[config.mk]
export PLATFORM = sky130hd
export DESIGN_NAME = cpuCore_flat
export DESIGN_NICKNAME = d
export VERILOG_FILES = /design/src/cpuPkg.sv /design/src/memBusIf.sv /design/src/aluUnit.sv /design/src/cpuCore.sv /design/src/flat_wrapper.sv
export SDC_FILE = /design/constraint.sdc
export NUM_CORES = 1
export LEC_CHECK = 0
export BUFFER_PORTS_ARGS = -buffer_cell sky130_fd_sc_hd__buf_2
export CORE_MARGIN = 1
export CORE_UTILIZATION = 25
export DETAILED_ROUTE_END_ITERATION = 10
export SKIP_CTS_REPAIR_TIMING = 1
export SYNTH_ARGS = -nofsm -noshare
export SYNTH_HDL_FRONTEND = slang
export SYNTH_SLANG_ARGS = --single-unit
[constraint.sdc]
create_clock -name CLK -period 4.8 [get_ports CLK]
set_input_delay 0.96 -clock CLK [delete_from_list [all_inputs] [get_ports CLK]]
set_output_delay 0.96 -clock CLK [all_outputs]
set_load 0.02 [all_outputs]
[src/cpuPkg.sv]
package cpuPkg;

    ////////////////////////////////////////////////////////////
    // Widths and sizes

    localparam int dataWidth     = 8;    // Data, instructions
    localparam int addrWidth     = 8;    // Program and data RAM addresses
    localparam int hostAddrWidth = 9;    // Top bit selects program memory
    localparam int ramDepth      = 256;  // Words in data RAM and program memory

    typedef logic [dataWidth-1:0] byteT;

    // Program addresses that hold each thread's start address
    localparam byteT vectorLine0 = 8'hFF;
    localparam byteT vectorLine1 = 8'hFE;

    ////////////////////////////////////////////////////////////
    // Instruction fields

    // Low nibble of the instruction byte
    typedef enum logic [3:0] {
        opReadA  = 4'h0, opReadB  = 4'h1,
        opWriteA = 4'h2, opWriteB = 4'h3,
        opAluA   = 4'h4, opAluB   = 4'h5,
        opBranch = 4'h6, opGoto   = 4'h7,
        opIdle   = 4'h8, opCall   = 4'h9,
        opReturn = 4'hA,
        opDerefA = 4'hB, opDerefB = 4'hC
    } opcodeT;

    // High nibble of the instruction byte
    typedef enum logic [3:0] {
        aluAdd  = 4'h0, aluSub  = 4'h1, aluMul  = 4'h2,
        aluShl  = 4'h3, aluShr  = 4'h4,
        aluIncA = 4'h5, aluIncB = 4'h6,
        aluDecA = 4'h7, aluDecB = 4'h8,
        aluEq   = 4'h9, aluGt   = 4'hA, aluLt   = 4'hB
    } aluOpT;

    typedef enum logic [3:0] {
        stIdle, stVector, stVectorLoad, stFetch, stDecode,
        stBusSetup, stBusAccess, stRegLoad, stJump, stReturn
    } coreStateT;

endpackage

[src/memBusIf.sv]
`timescale 1ns/100ps

// APB-style data bus between requesters and the data RAM
interface memBusIf;
    import cpuPkg::*;

    logic                 sel;     // Transfer in progress
    logic                 enable;  // Access phase
    logic                 write;
    logic [addrWidth-1:0] addr;
    byteT                 wData;
    byteT                 rData;   // Valid while ready is high
    logic                 ready;   // Ends the access phase

    // Side that starts transfers
    modport requester (
        output sel, enable, write, addr, wData,
        input  rData, ready
    );

    // Side that answers them
    modport completer (
        input  sel, enable, write, addr, wData,
        output rData, ready
    );

endinterface

[src/aluUnit.sv]
`timescale 1ns/100ps

module aluUnit (
    input  logic [cpuPkg::dataWidth-1:0] a,
    input  logic [cpuPkg::dataWidth-1:0] b,
    input  cpuPkg::aluOpT                op,
    output logic [cpuPkg::dataWidth-1:0] result
);
    import cpuPkg::*;

    // Purely combinational, result is read in the decode cycle
    always_comb begin
        case (op)
            aluAdd:  result = a + b;
            aluSub:  result = a - b;
            aluMul:  result = a * b;            // Low byte only
            aluShl:  result = a << 1;
            aluShr:  result = a >> 1;
            aluIncA: result = a + 8'd1;
            aluIncB: result = b + 8'd1;
            aluDecA: result = a - 8'd1;
            aluDecB: result = b - 8'd1;

            // Compares give 1 or 0, used by branch
            aluEq:   result = byteT'(a == b);
            aluGt:   result = byteT'(a > b);
            aluLt:   result = byteT'(a < b);
            default: result = '0;               // Unused codes
        endcase
    end

endmodule

[src/cpuCore.sv]
`timescale 1ns/100ps

module cpuCore (
    input  logic                         CLK,
    input  logic                         RESET,
    input  logic [1:0]                   irqRaise,
    input  logic [cpuPkg::dataWidth-1:0] progData,   // One cycle after progAddr
    output logic [cpuPkg::addrWidth-1:0] progAddr,
    output logic [1:0]                   irqAck,
    output logic                         threadActive,
    memBusIf.requester                   bus
);
    import cpuPkg::*;

    coreStateT state;
    byteT      pc;
    byteT      regA;
    byteT      regB;
    byteT      progContext;  // Return address of the one open call
    opcodeT    curOp;        // Bus instruction being executed
    opcodeT    decOp;
    byteT      aluResult;
    byteT      setupAddr;
    byteT      addrHold;     // Address kept through the access phase
    byteT      loadData;     // Bus read data on its way to A or B
    logic      isDeref;
    logic      isWrite;
    logic      useB;

    ////////////////////////////////////////////////////////////
    // Decode helpers

    assign decOp   = opcodeT'(progData[3:0]);  // Valid in stDecode only
    assign isDeref = (curOp == opDerefA) || (curOp == opDerefB);
    assign isWrite = (curOp == opWriteA) || (curOp == opWriteB);
    assign useB    = (curOp == opReadB) || (curOp == opWriteB) || (curOp == opDerefB);

    // ALU sees the instruction byte directly while decoding
    aluUnit alu0 (
        .a      (regA),
        .b      (regB),
        .op     (aluOpT'(progData[7:4])),
        .result (aluResult)
    );

    // Decode presents the operand address so it arrives one state later
    assign progAddr = (state == stDecode) ? pc + 8'd1 : pc;

    ////////////////////////////////////////////////////////////
    // Data bus, phases follow the state

    // Operand byte for read/write, register value for dereference
    assign setupAddr = isDeref ? (useB ? regB : regA) : progData;

    assign bus.sel    = (state == stBusSetup) || (state == stBusAccess);
    assign bus.enable = (state == stBusAccess);
    assign bus.write  = isWrite;                       // Either register
    assign bus.addr   = (state == stBusSetup) ? setupAddr : addrHold;
    assign bus.wData  = useB ? regB : regA;

    always_ff @(posedge CLK) begin
        if (state == stBusSetup)
            addrHold <= setupAddr;
        if ((state == stBusAccess) && bus.ready)
            loadData <= bus.rData;
    end

    ////////////////////////////////////////////////////////////
    // Main FSM

    always_ff @(posedge CLK) begin
        if (RESET) begin
            state        <= stIdle;
            pc           <= '0;
            regA         <= '0;
            regB         <= '0;
            progContext  <= '0;
            curOp        <= opIdle;
            irqAck       <= 2'b00;
            threadActive <= 1'b0;
        end else begin
            irqAck <= 2'b00;                           // Ack is a single pulse
            case (state)
                stIdle: begin
                    // Line 0 wins when both are raised
                    if (irqRaise[0]) begin
                        pc           <= vectorLine0;
                        irqAck       <= 2'b01;
                        threadActive <= 1'b1;
                        state        <= stVector;
                    end else if (irqRaise[1]) begin
                        pc           <= vectorLine1;
                        irqAck       <= 2'b10;
                        threadActive <= 1'b1;
                        state        <= stVector;
                    end
                end

                stVector: state <= stVectorLoad;       // Vector byte in flight

                stVectorLoad: begin
                    pc    <= progData;                 // Thread start address
                    state <= stFetch;
                end

                stFetch: state <= stDecode;            // Instruction byte in flight

                stDecode: begin
                    curOp <= decOp;
                    case (decOp)
                        opReadA, opReadB, opWriteA, opWriteB, opDerefA, opDerefB:
                            state <= stBusSetup;

                        opAluA: begin
                            regA  <= aluResult;
                            pc    <= pc + 8'd1;
                            state <= stFetch;
                        end

                        opAluB: begin
                            regB  <= aluResult;
                            pc    <= pc + 8'd1;
                            state <= stFetch;
                        end

                        opBranch: begin
                            if (aluResult != '0) begin
                                state <= stJump;
                            end else begin
                                pc    <= pc + 8'd2;    // Skip the operand
                                state <= stFetch;
                            end
                        end

                        opGoto: state <= stJump;

                        opCall: begin
                            progContext <= pc + 8'd2;  // Instruction after the call
                            state       <= stJump;
                        end

                        opReturn: state <= stReturn;

                        // opIdle and the unused codes end the thread
                        default: begin
                            threadActive <= 1'b0;
                            state        <= stIdle;
                        end
                    endcase
                end

                stBusSetup: state <= stBusAccess;

                stBusAccess: begin
                    if (bus.ready)                     // Stretches while not granted
                        state <= stRegLoad;
                end

                stRegLoad: begin
                    if (!isWrite) begin
                        if (useB)
                            regB <= loadData;
                        else
                            regA <= loadData;
                    end
                    pc    <= isDeref ? pc + 8'd1 : pc + 8'd2;
                    state <= stFetch;
                end

                stJump: begin
                    pc    <= progData;                 // Operand is the target
                    state <= stFetch;
                end

                stReturn: begin
                    pc    <= progContext;
                    state <= stFetch;
                end

                default: state <= stIdle;
            endcase
        end
    end

endmodule

[src/flat_wrapper.sv]
// flat-port wrapper written by rule: the top's interface ports become plain ports
module cpuCore_flat import cpuPkg::*;
  (CLK, RESET, irqRaise, progData, progAddr, irqAck, threadActive, bus_sel, bus_enable, bus_write, bus_addr, bus_wData, bus_rData, bus_ready);
  memBusIf bus_i ();
  input  logic CLK;
  input  logic RESET;
  input  logic [1:0] irqRaise;
  input  logic [cpuPkg::dataWidth-1:0] progData;
  output logic [cpuPkg::addrWidth-1:0] progAddr;
  output logic [1:0] irqAck;
  output logic threadActive;
  output wire logic [$bits(bus_i.sel)-1:0] bus_sel;
  output wire logic [$bits(bus_i.enable)-1:0] bus_enable;
  output wire logic [$bits(bus_i.write)-1:0] bus_write;
  output wire logic [$bits(bus_i.addr)-1:0] bus_addr;
  output wire logic [$bits(bus_i.wData)-1:0] bus_wData;
  input wire logic [$bits(bus_i.rData)-1:0] bus_rData;
  input wire logic [$bits(bus_i.ready)-1:0] bus_ready;
  assign bus_sel = bus_i.sel;
  assign bus_enable = bus_i.enable;
  assign bus_write = bus_i.write;
  assign bus_addr = bus_i.addr;
  assign bus_wData = bus_i.wData;
  assign bus_i.rData = bus_rData;
  assign bus_i.ready = bus_ready;
  cpuCore u_core (.CLK(CLK), .RESET(RESET), .irqRaise(irqRaise), .progData(progData), .progAddr(progAddr), .irqAck(irqAck), .threadActive(threadActive), .bus(bus_i));
endmodule
== Word level (Yosys, flattened, before mapping) ==
Cells that the tools add are included.

* Multiply operators: 1
* Reductions and logical operators: 27
* $lt $le $gt $ge: 2
* Eq/ne operators: 47
* Shift-type cells: 0
* $add $sub $neg: 8
* Muxes and demuxes: 31
* Div/mod/pow operators: 0
* Bitwise logic cells: 1

{| class="wikitable"
|+ Operator list
! kind !! number
|-
| $mux W8 || 14
|-
| $pmux W8 S12 || 1
|-
| $eq A4 B3 Y1 const B || 12
|-
| $eq A4 B4 Y1 const B || 12
|-
| $pmux W8 S2 || 3
|-
| $pmux W8 S5 || 1
|-
| $eq A4 B2 Y1 const B || 8
|-
| $pmux W4 S7 || 1
|-
| $add A8 B1 Y8 const B || 3
|-
| $pmux W4 S5 || 1
|-
| $eq A4 B1 Y1 const B || 4
|-
| $mux W4 || 4
|-
| $sub A8 B1 Y8 const B || 2
|-
| $logic_not A4 Y1 || 3
|-
| $reduce_and A4 Y1 || 3
|-
| $reduce_or A12 Y1 || 1
|-
| $ne A2 B2 Y1 const B || 5
|-
| $ne A3 B3 Y1 const B || 3
|-
| $add A8 B2 Y8 const B || 1
|-
| $add A8 B8 Y8 || 1
|-
| $eq A8 B8 Y1 || 1
|-
| $gt A8 B8 Y1 || 1
|-
| $lt A8 B8 Y1 || 1
|-
| $mul A8 B8 Y8 || 1
|-
| other kinds (17) || 30
|}

* Latch bits: 0
* Memories kept: 0
* Memory bits (writable): 0
* Input bits: 21
* Logic and storage cells: 128
* ROM bits: 0
* Register bits: 59
* Output and inout port bits: 30

== Depth between registers and ports, before layout ==
* Depth in word-level cells: 6
* Mapped depth: 21
* Depth with buffers taken out: 19

== Modules after synthesis ==
A second synthesis with hierarchy kept.

* Cell total of the unflattened synthesis: 692
* Area total of the unflattened synthesis: 5749.3 um2

{| class="wikitable"
|+ Modules (own cells, without submodules)
! module !! cells an instance !! seq. area each (um2) !! area each (um2) !! times used
|-
| cpuCore || 386 || 1261.2 || 3402.0 || 1
|-
| aluUnit || 306 || 0.0 || 2347.3 || 1
|}

== Worst setup path before layout ==
OpenSTA, ideal clock, no wires.

* Path kind: register -> register
* Start point: register u_core.regA[1]
* End point: register u_core.pc[4]
* Data arrival time: 5124 ps
* Library setup time: 135 ps
* Stages on the path, launching flop included: 20
* Required time: 4665 ps
* Buffers on the path: 1
* Clock period less this slack: 5259 ps
* Slack: -459 ps
* Path through: dfxtp_1 -> clkbuf_1 -> nand2_1 -> fa_1 -> fa_1 -> inv_1 -> fa_1 -> inv_1 -> fa_1 -> inv_1 -> ha_1 -> a21oi_1 -> xnor3_1 -> xnor3_1 -> a21oi_2 -> o2111ai_2 -> nor4_4 -> a31oi_2 -> nor4_2 -> a2111oi_2

* Word-level cells in the longest chain between the ends: 5

{| class="wikitable"
|+ RTL lines
! what !! RTL line !! RTL
|-
| start, declared || cpuCore.sv:17 || <nowiki>byteT regA;</nowiki>
|-
| start signal, assigned || cpuCore.sv:115 || <nowiki>regA <= aluResult;</nowiki>
|-
| start signal, assigned || cpuCore.sv:164 || <nowiki>regA <= loadData;</nowiki>
|-
| $mul A8 B8 Y8 (tied with other cells) || aluUnit.sv:16 || <nowiki>aluMul: result = a * b;</nowiki>
|-
| $pmux W8 S12 * || aluUnit.sv:13 || <nowiki>case (op)</nowiki>
|-
| $reduce_bool A8 Y1 * || cpuCore.sv:127 || <nowiki>if (aluResult != '0) begin</nowiki>
|-
| $ne A3 B3 Y1 (no source line) * || n/a ||
|-
| $reduce_and A4 Y1 (no source line) * || n/a ||
|-
| end signal, assigned || cpuCore.sv:116 || <nowiki>pc <= pc + 8'd1;</nowiki>
|-
| end signal, assigned || cpuCore.sv:122 || <nowiki>pc <= pc + 8'd1;</nowiki>
|-
| end signal, assigned || cpuCore.sv:130 || <nowiki>pc <= pc + 8'd2;</nowiki>
|-
| end, declared || cpuCore.sv:16 || <nowiki>byteT pc;</nowiki>
|}

Every way passes the cells marked *; elsewhere a longest branch is shown, timed or not.
A chain may end at the register's enable or synchronous reset.

== Worst setup path after layout ==
* Start point: register u_core.regA[3]
* End point: register u_core.pc[1]

The elaborated chain is that of the path after synthesis.

==> reports/qor.yml <==
overflow: 0
period_minus_slack_ns: 4.93
reg2reg_depth: 20
diodes: 0
drc: 0
drv_cap: 0
path_cells: "buf_6 -> nand2_4 -> fa_2 -> fa_1 -> inv_2 -> fa_1 -> inv_2 -> fa_1 -> inv_2 -> ha_4 -> a21oi_2 -> xnor3_1 -> xnor3_1 -> a21oi_2 -> o2111ai_2 -> nor4_4 -> buf_4 -> a31oi_4 -> a2111oi_4 -> nor3_1"
area_growth_pct: 21.1
worstSetupEndpointType: "flop"
syn-num-nets: 842
numCtsBuffers: 9
cp_data_arrival_time_ns: 5.12
final-hold-violation-count: 0
drtIter0Drc: 601
grt_max_degree: 44
failed_checks: "negative setup slack"
tightest_slew_ns: 0.861
worstSkewPairLatency_ns: 0.34
critical_path_required_ns: 4.99
yosysSeqAreaShare: 0.218
setup_tns_ns: -0.485
nFillCells: 2405
slowest_stage: "fa_1"
synth-async-reset-ratio: 0
crit_buf_inv: 5
netlist_top_cells_count: "nor2_1, nand2_1, dfxtp_1, clkbuf_1, ha_1"
cellLeakagePower_nw: 2.99
holdCritStartpoint: "u_core.addrHold[7]$_DFF_P_"
root_buffer: "clkbuf_16"
cts.sinks: 59
cts_tree: "done"
cts.path.max_buffers: 2
synth_area_leader_cell: "dfxtp_1"
ir_drop_mv: 0.176
min_to: "u_core.addrHold[7]$_DFF_P_"
rows: 55
finalClockSkew_ns: 0.00334
die_x_um: 154
drt_wl_total_um: 19000
clkTransAtPathRegs_ns: 0.05
hold_path_depth: 2
cp_top_family: "adder cells"
yosysTopAreaCellShare: 0.177
port-buffer-count: 50
drive_above_1_share: 0.179
multi_input_area_mm2: 0.00431
placeableCoreArea_mm2: 0.0226
die_height_um: 154
dp_hpwl_um: 14600
status: "complete, but fails checks"
hold_class: "reg -> reg"
timing.final.crit_share: 1.03
relSlewSlack: 0.426
yosysMostFrequentCell: "nor2_1"
initial_core_util: 0.255
start_kind: "flop"
htree_levels: 3
antenna_found_initial: 0
ant_nets: 0
vias: 5763
synthTopCellsByArea: "dfxtp_1, ha_1, nor2_1"
nets: 900
timing.final.ws_setup_ns: -0.134
max_freq_mhz: 203
ys_types: 75
synth_area_mm2: 0.00577
synth_edf_count: 8
rsz0062_at_grt: "yes"
power_density_mw_per_mm2: 359
wire_per_inst_um: 17.2
grtUsageTotal: 0.163
yosysWarnings: 0
slew_viol_final: 0
io_pins: 51
r2r-start: "u_core.regA[3]$_SDFFE_PP0P_"
synth_ff_type: "dfxtp_1"
fin_hold_ws_ns: 0.453
regArea_mm2: 0.00127
viasPerCell: 5.19
reg2reg_to: "u_core.pc[1]$_SDFFE_PP0P_"
path_max_fanout: 5
path_class: "reg -> reg"
die_area_mm2: 0.0237
dr.pass1.iters: 5
avgSynthCellArea_um2: 7.58
finalSetupViolations: 7
max_stage_delay_ns: 0.55
grt_pass1_vias: 5525
grt_first_pass_wirelength_um: 30400
gp_congestion: 0.924
regToRegSetupSlack_ns: -0.13
netlist_instances: 762
synth_seq_cells: 59
-- state kept, by name (all words and copies together) (netlist names) --
name                 cells
u_core.regB              8
u_core.irqAck            2
u_core.regA              8
u_core.loadData          8
u_core.curOp             4
u_core.addrHold          8
u_core.progContext       8
u_core.pc                8
u_core.threadActive      1
u_core.state             4
-- where the power goes --
group          internal, mW  switching (mW)
Combinational         0.431           0.650
Clock                 0.447           0.233
Sequential            0.595           0.151
Total                  1.47            1.03
-- layer usage --
metal	track usage	vias up	part of all wire
met1	0.227	2725	0.48
met4	0.0567	0	0.023
met3	0.0302	34	0.055
met5	0	-	0
met2	0.251	190	0.44
li1	-	2814	-
-- metrics by stage --
step           utilization  cell area (um2)  cells  power (mW)  setup WS, ns
3_5_place_dp         0.289             6540   1091        1.77        -0.174
5_1_grt              0.309             6990   1110        2.66        -0.326
2_1_floorplan            -             5830    762        1.47        0.0837
4_1_cts              0.303             6850   1107        2.46        -0.208
3_3_place_gp         0.289             6540   1091        1.77        -0.105
6_report             0.309             6990   1110        2.51        -0.134
-- how the worst max path moves through the flow --
stage | slack (ns) | to | cells past startpoint | from
after global routing | -0.33 | u_core.pc[1]$_SDFFE_PP0P_ | 20 | u_core.regA[3]$_SDFFE_PP0P_
after floorplan | 0.08 | u_core.pc[3]$_SDFFE_PP0P_ | 20 | u_core.regA[1]$_SDFFE_PP0P_
after global placement | -0.11 | u_core.pc[1]$_SDFFE_PP0P_ | 20 | u_core.regB[3]$_SDFFE_PP0P_
after detailed placement | -0.17 | u_core.pc[1]$_SDFFE_PP0P_ | 20 | u_core.regB[3]$_SDFFE_PP0P_
final | -0.13 | u_core.pc[1]$_SDFFE_PP0P_ | 20 | u_core.regA[3]$_SDFFE_PP0P_
after CTS | -0.21 | u_core.pc[1]$_SDFFE_PP0P_ | 20 | u_core.regB[3]$_SDFFE_PP0P_
-- cells in the final DEF, fill, tap and decap left out, types with 9 or more instances in the layout --
cell type and instances:
buf_2 50, inv_1 28, mux2i_1 12, nand3_1 11, clkbuf_16 9, fa_1 12
xnor2_1 29, nor2b_1 18, a211oi_1 16, buf_4 44, nand2b_1 9, ha_1 40
nor2_1 123, a21oi_1 41, o21ai_0 39, dfxtp_1 45, nor3_1 20, xor2_1 13
o31ai_1 10, and2_1 14, nand2_1 78
-- worst min-delay path, stage by stage, from the launching register on --
cell and delay (ns):
dfxtp_1 0.30, nand2_1 0.04, o31ai_1 0.07
-- area by class of cell --
type                            count  area share
Timing Repair Buffer               97      0.0892
Multi-Input combinational cell    621       0.617
Inverter                           32      0.0174
Tap cell                          285      0.0510
Clock inverter                      7      0.0118
Sequential cell                    59       0.182
Clock buffer                        9      0.0322
-- kinds of logic after synthesis --
group                    Yosys count  share of synthesized area
AND/OR/NAND/NOR                  312                      0.255
AO/OA/AOI/OAI                    190                      0.224
adder cells (fa/ha/maj)           59                      0.147
XOR/XNOR                          46                     0.0746
flip-flops                        59                      0.218
buffers and inverters             82                     0.0561
multiplexers                      14                     0.0247
Power figures use the tool's default switching activity.
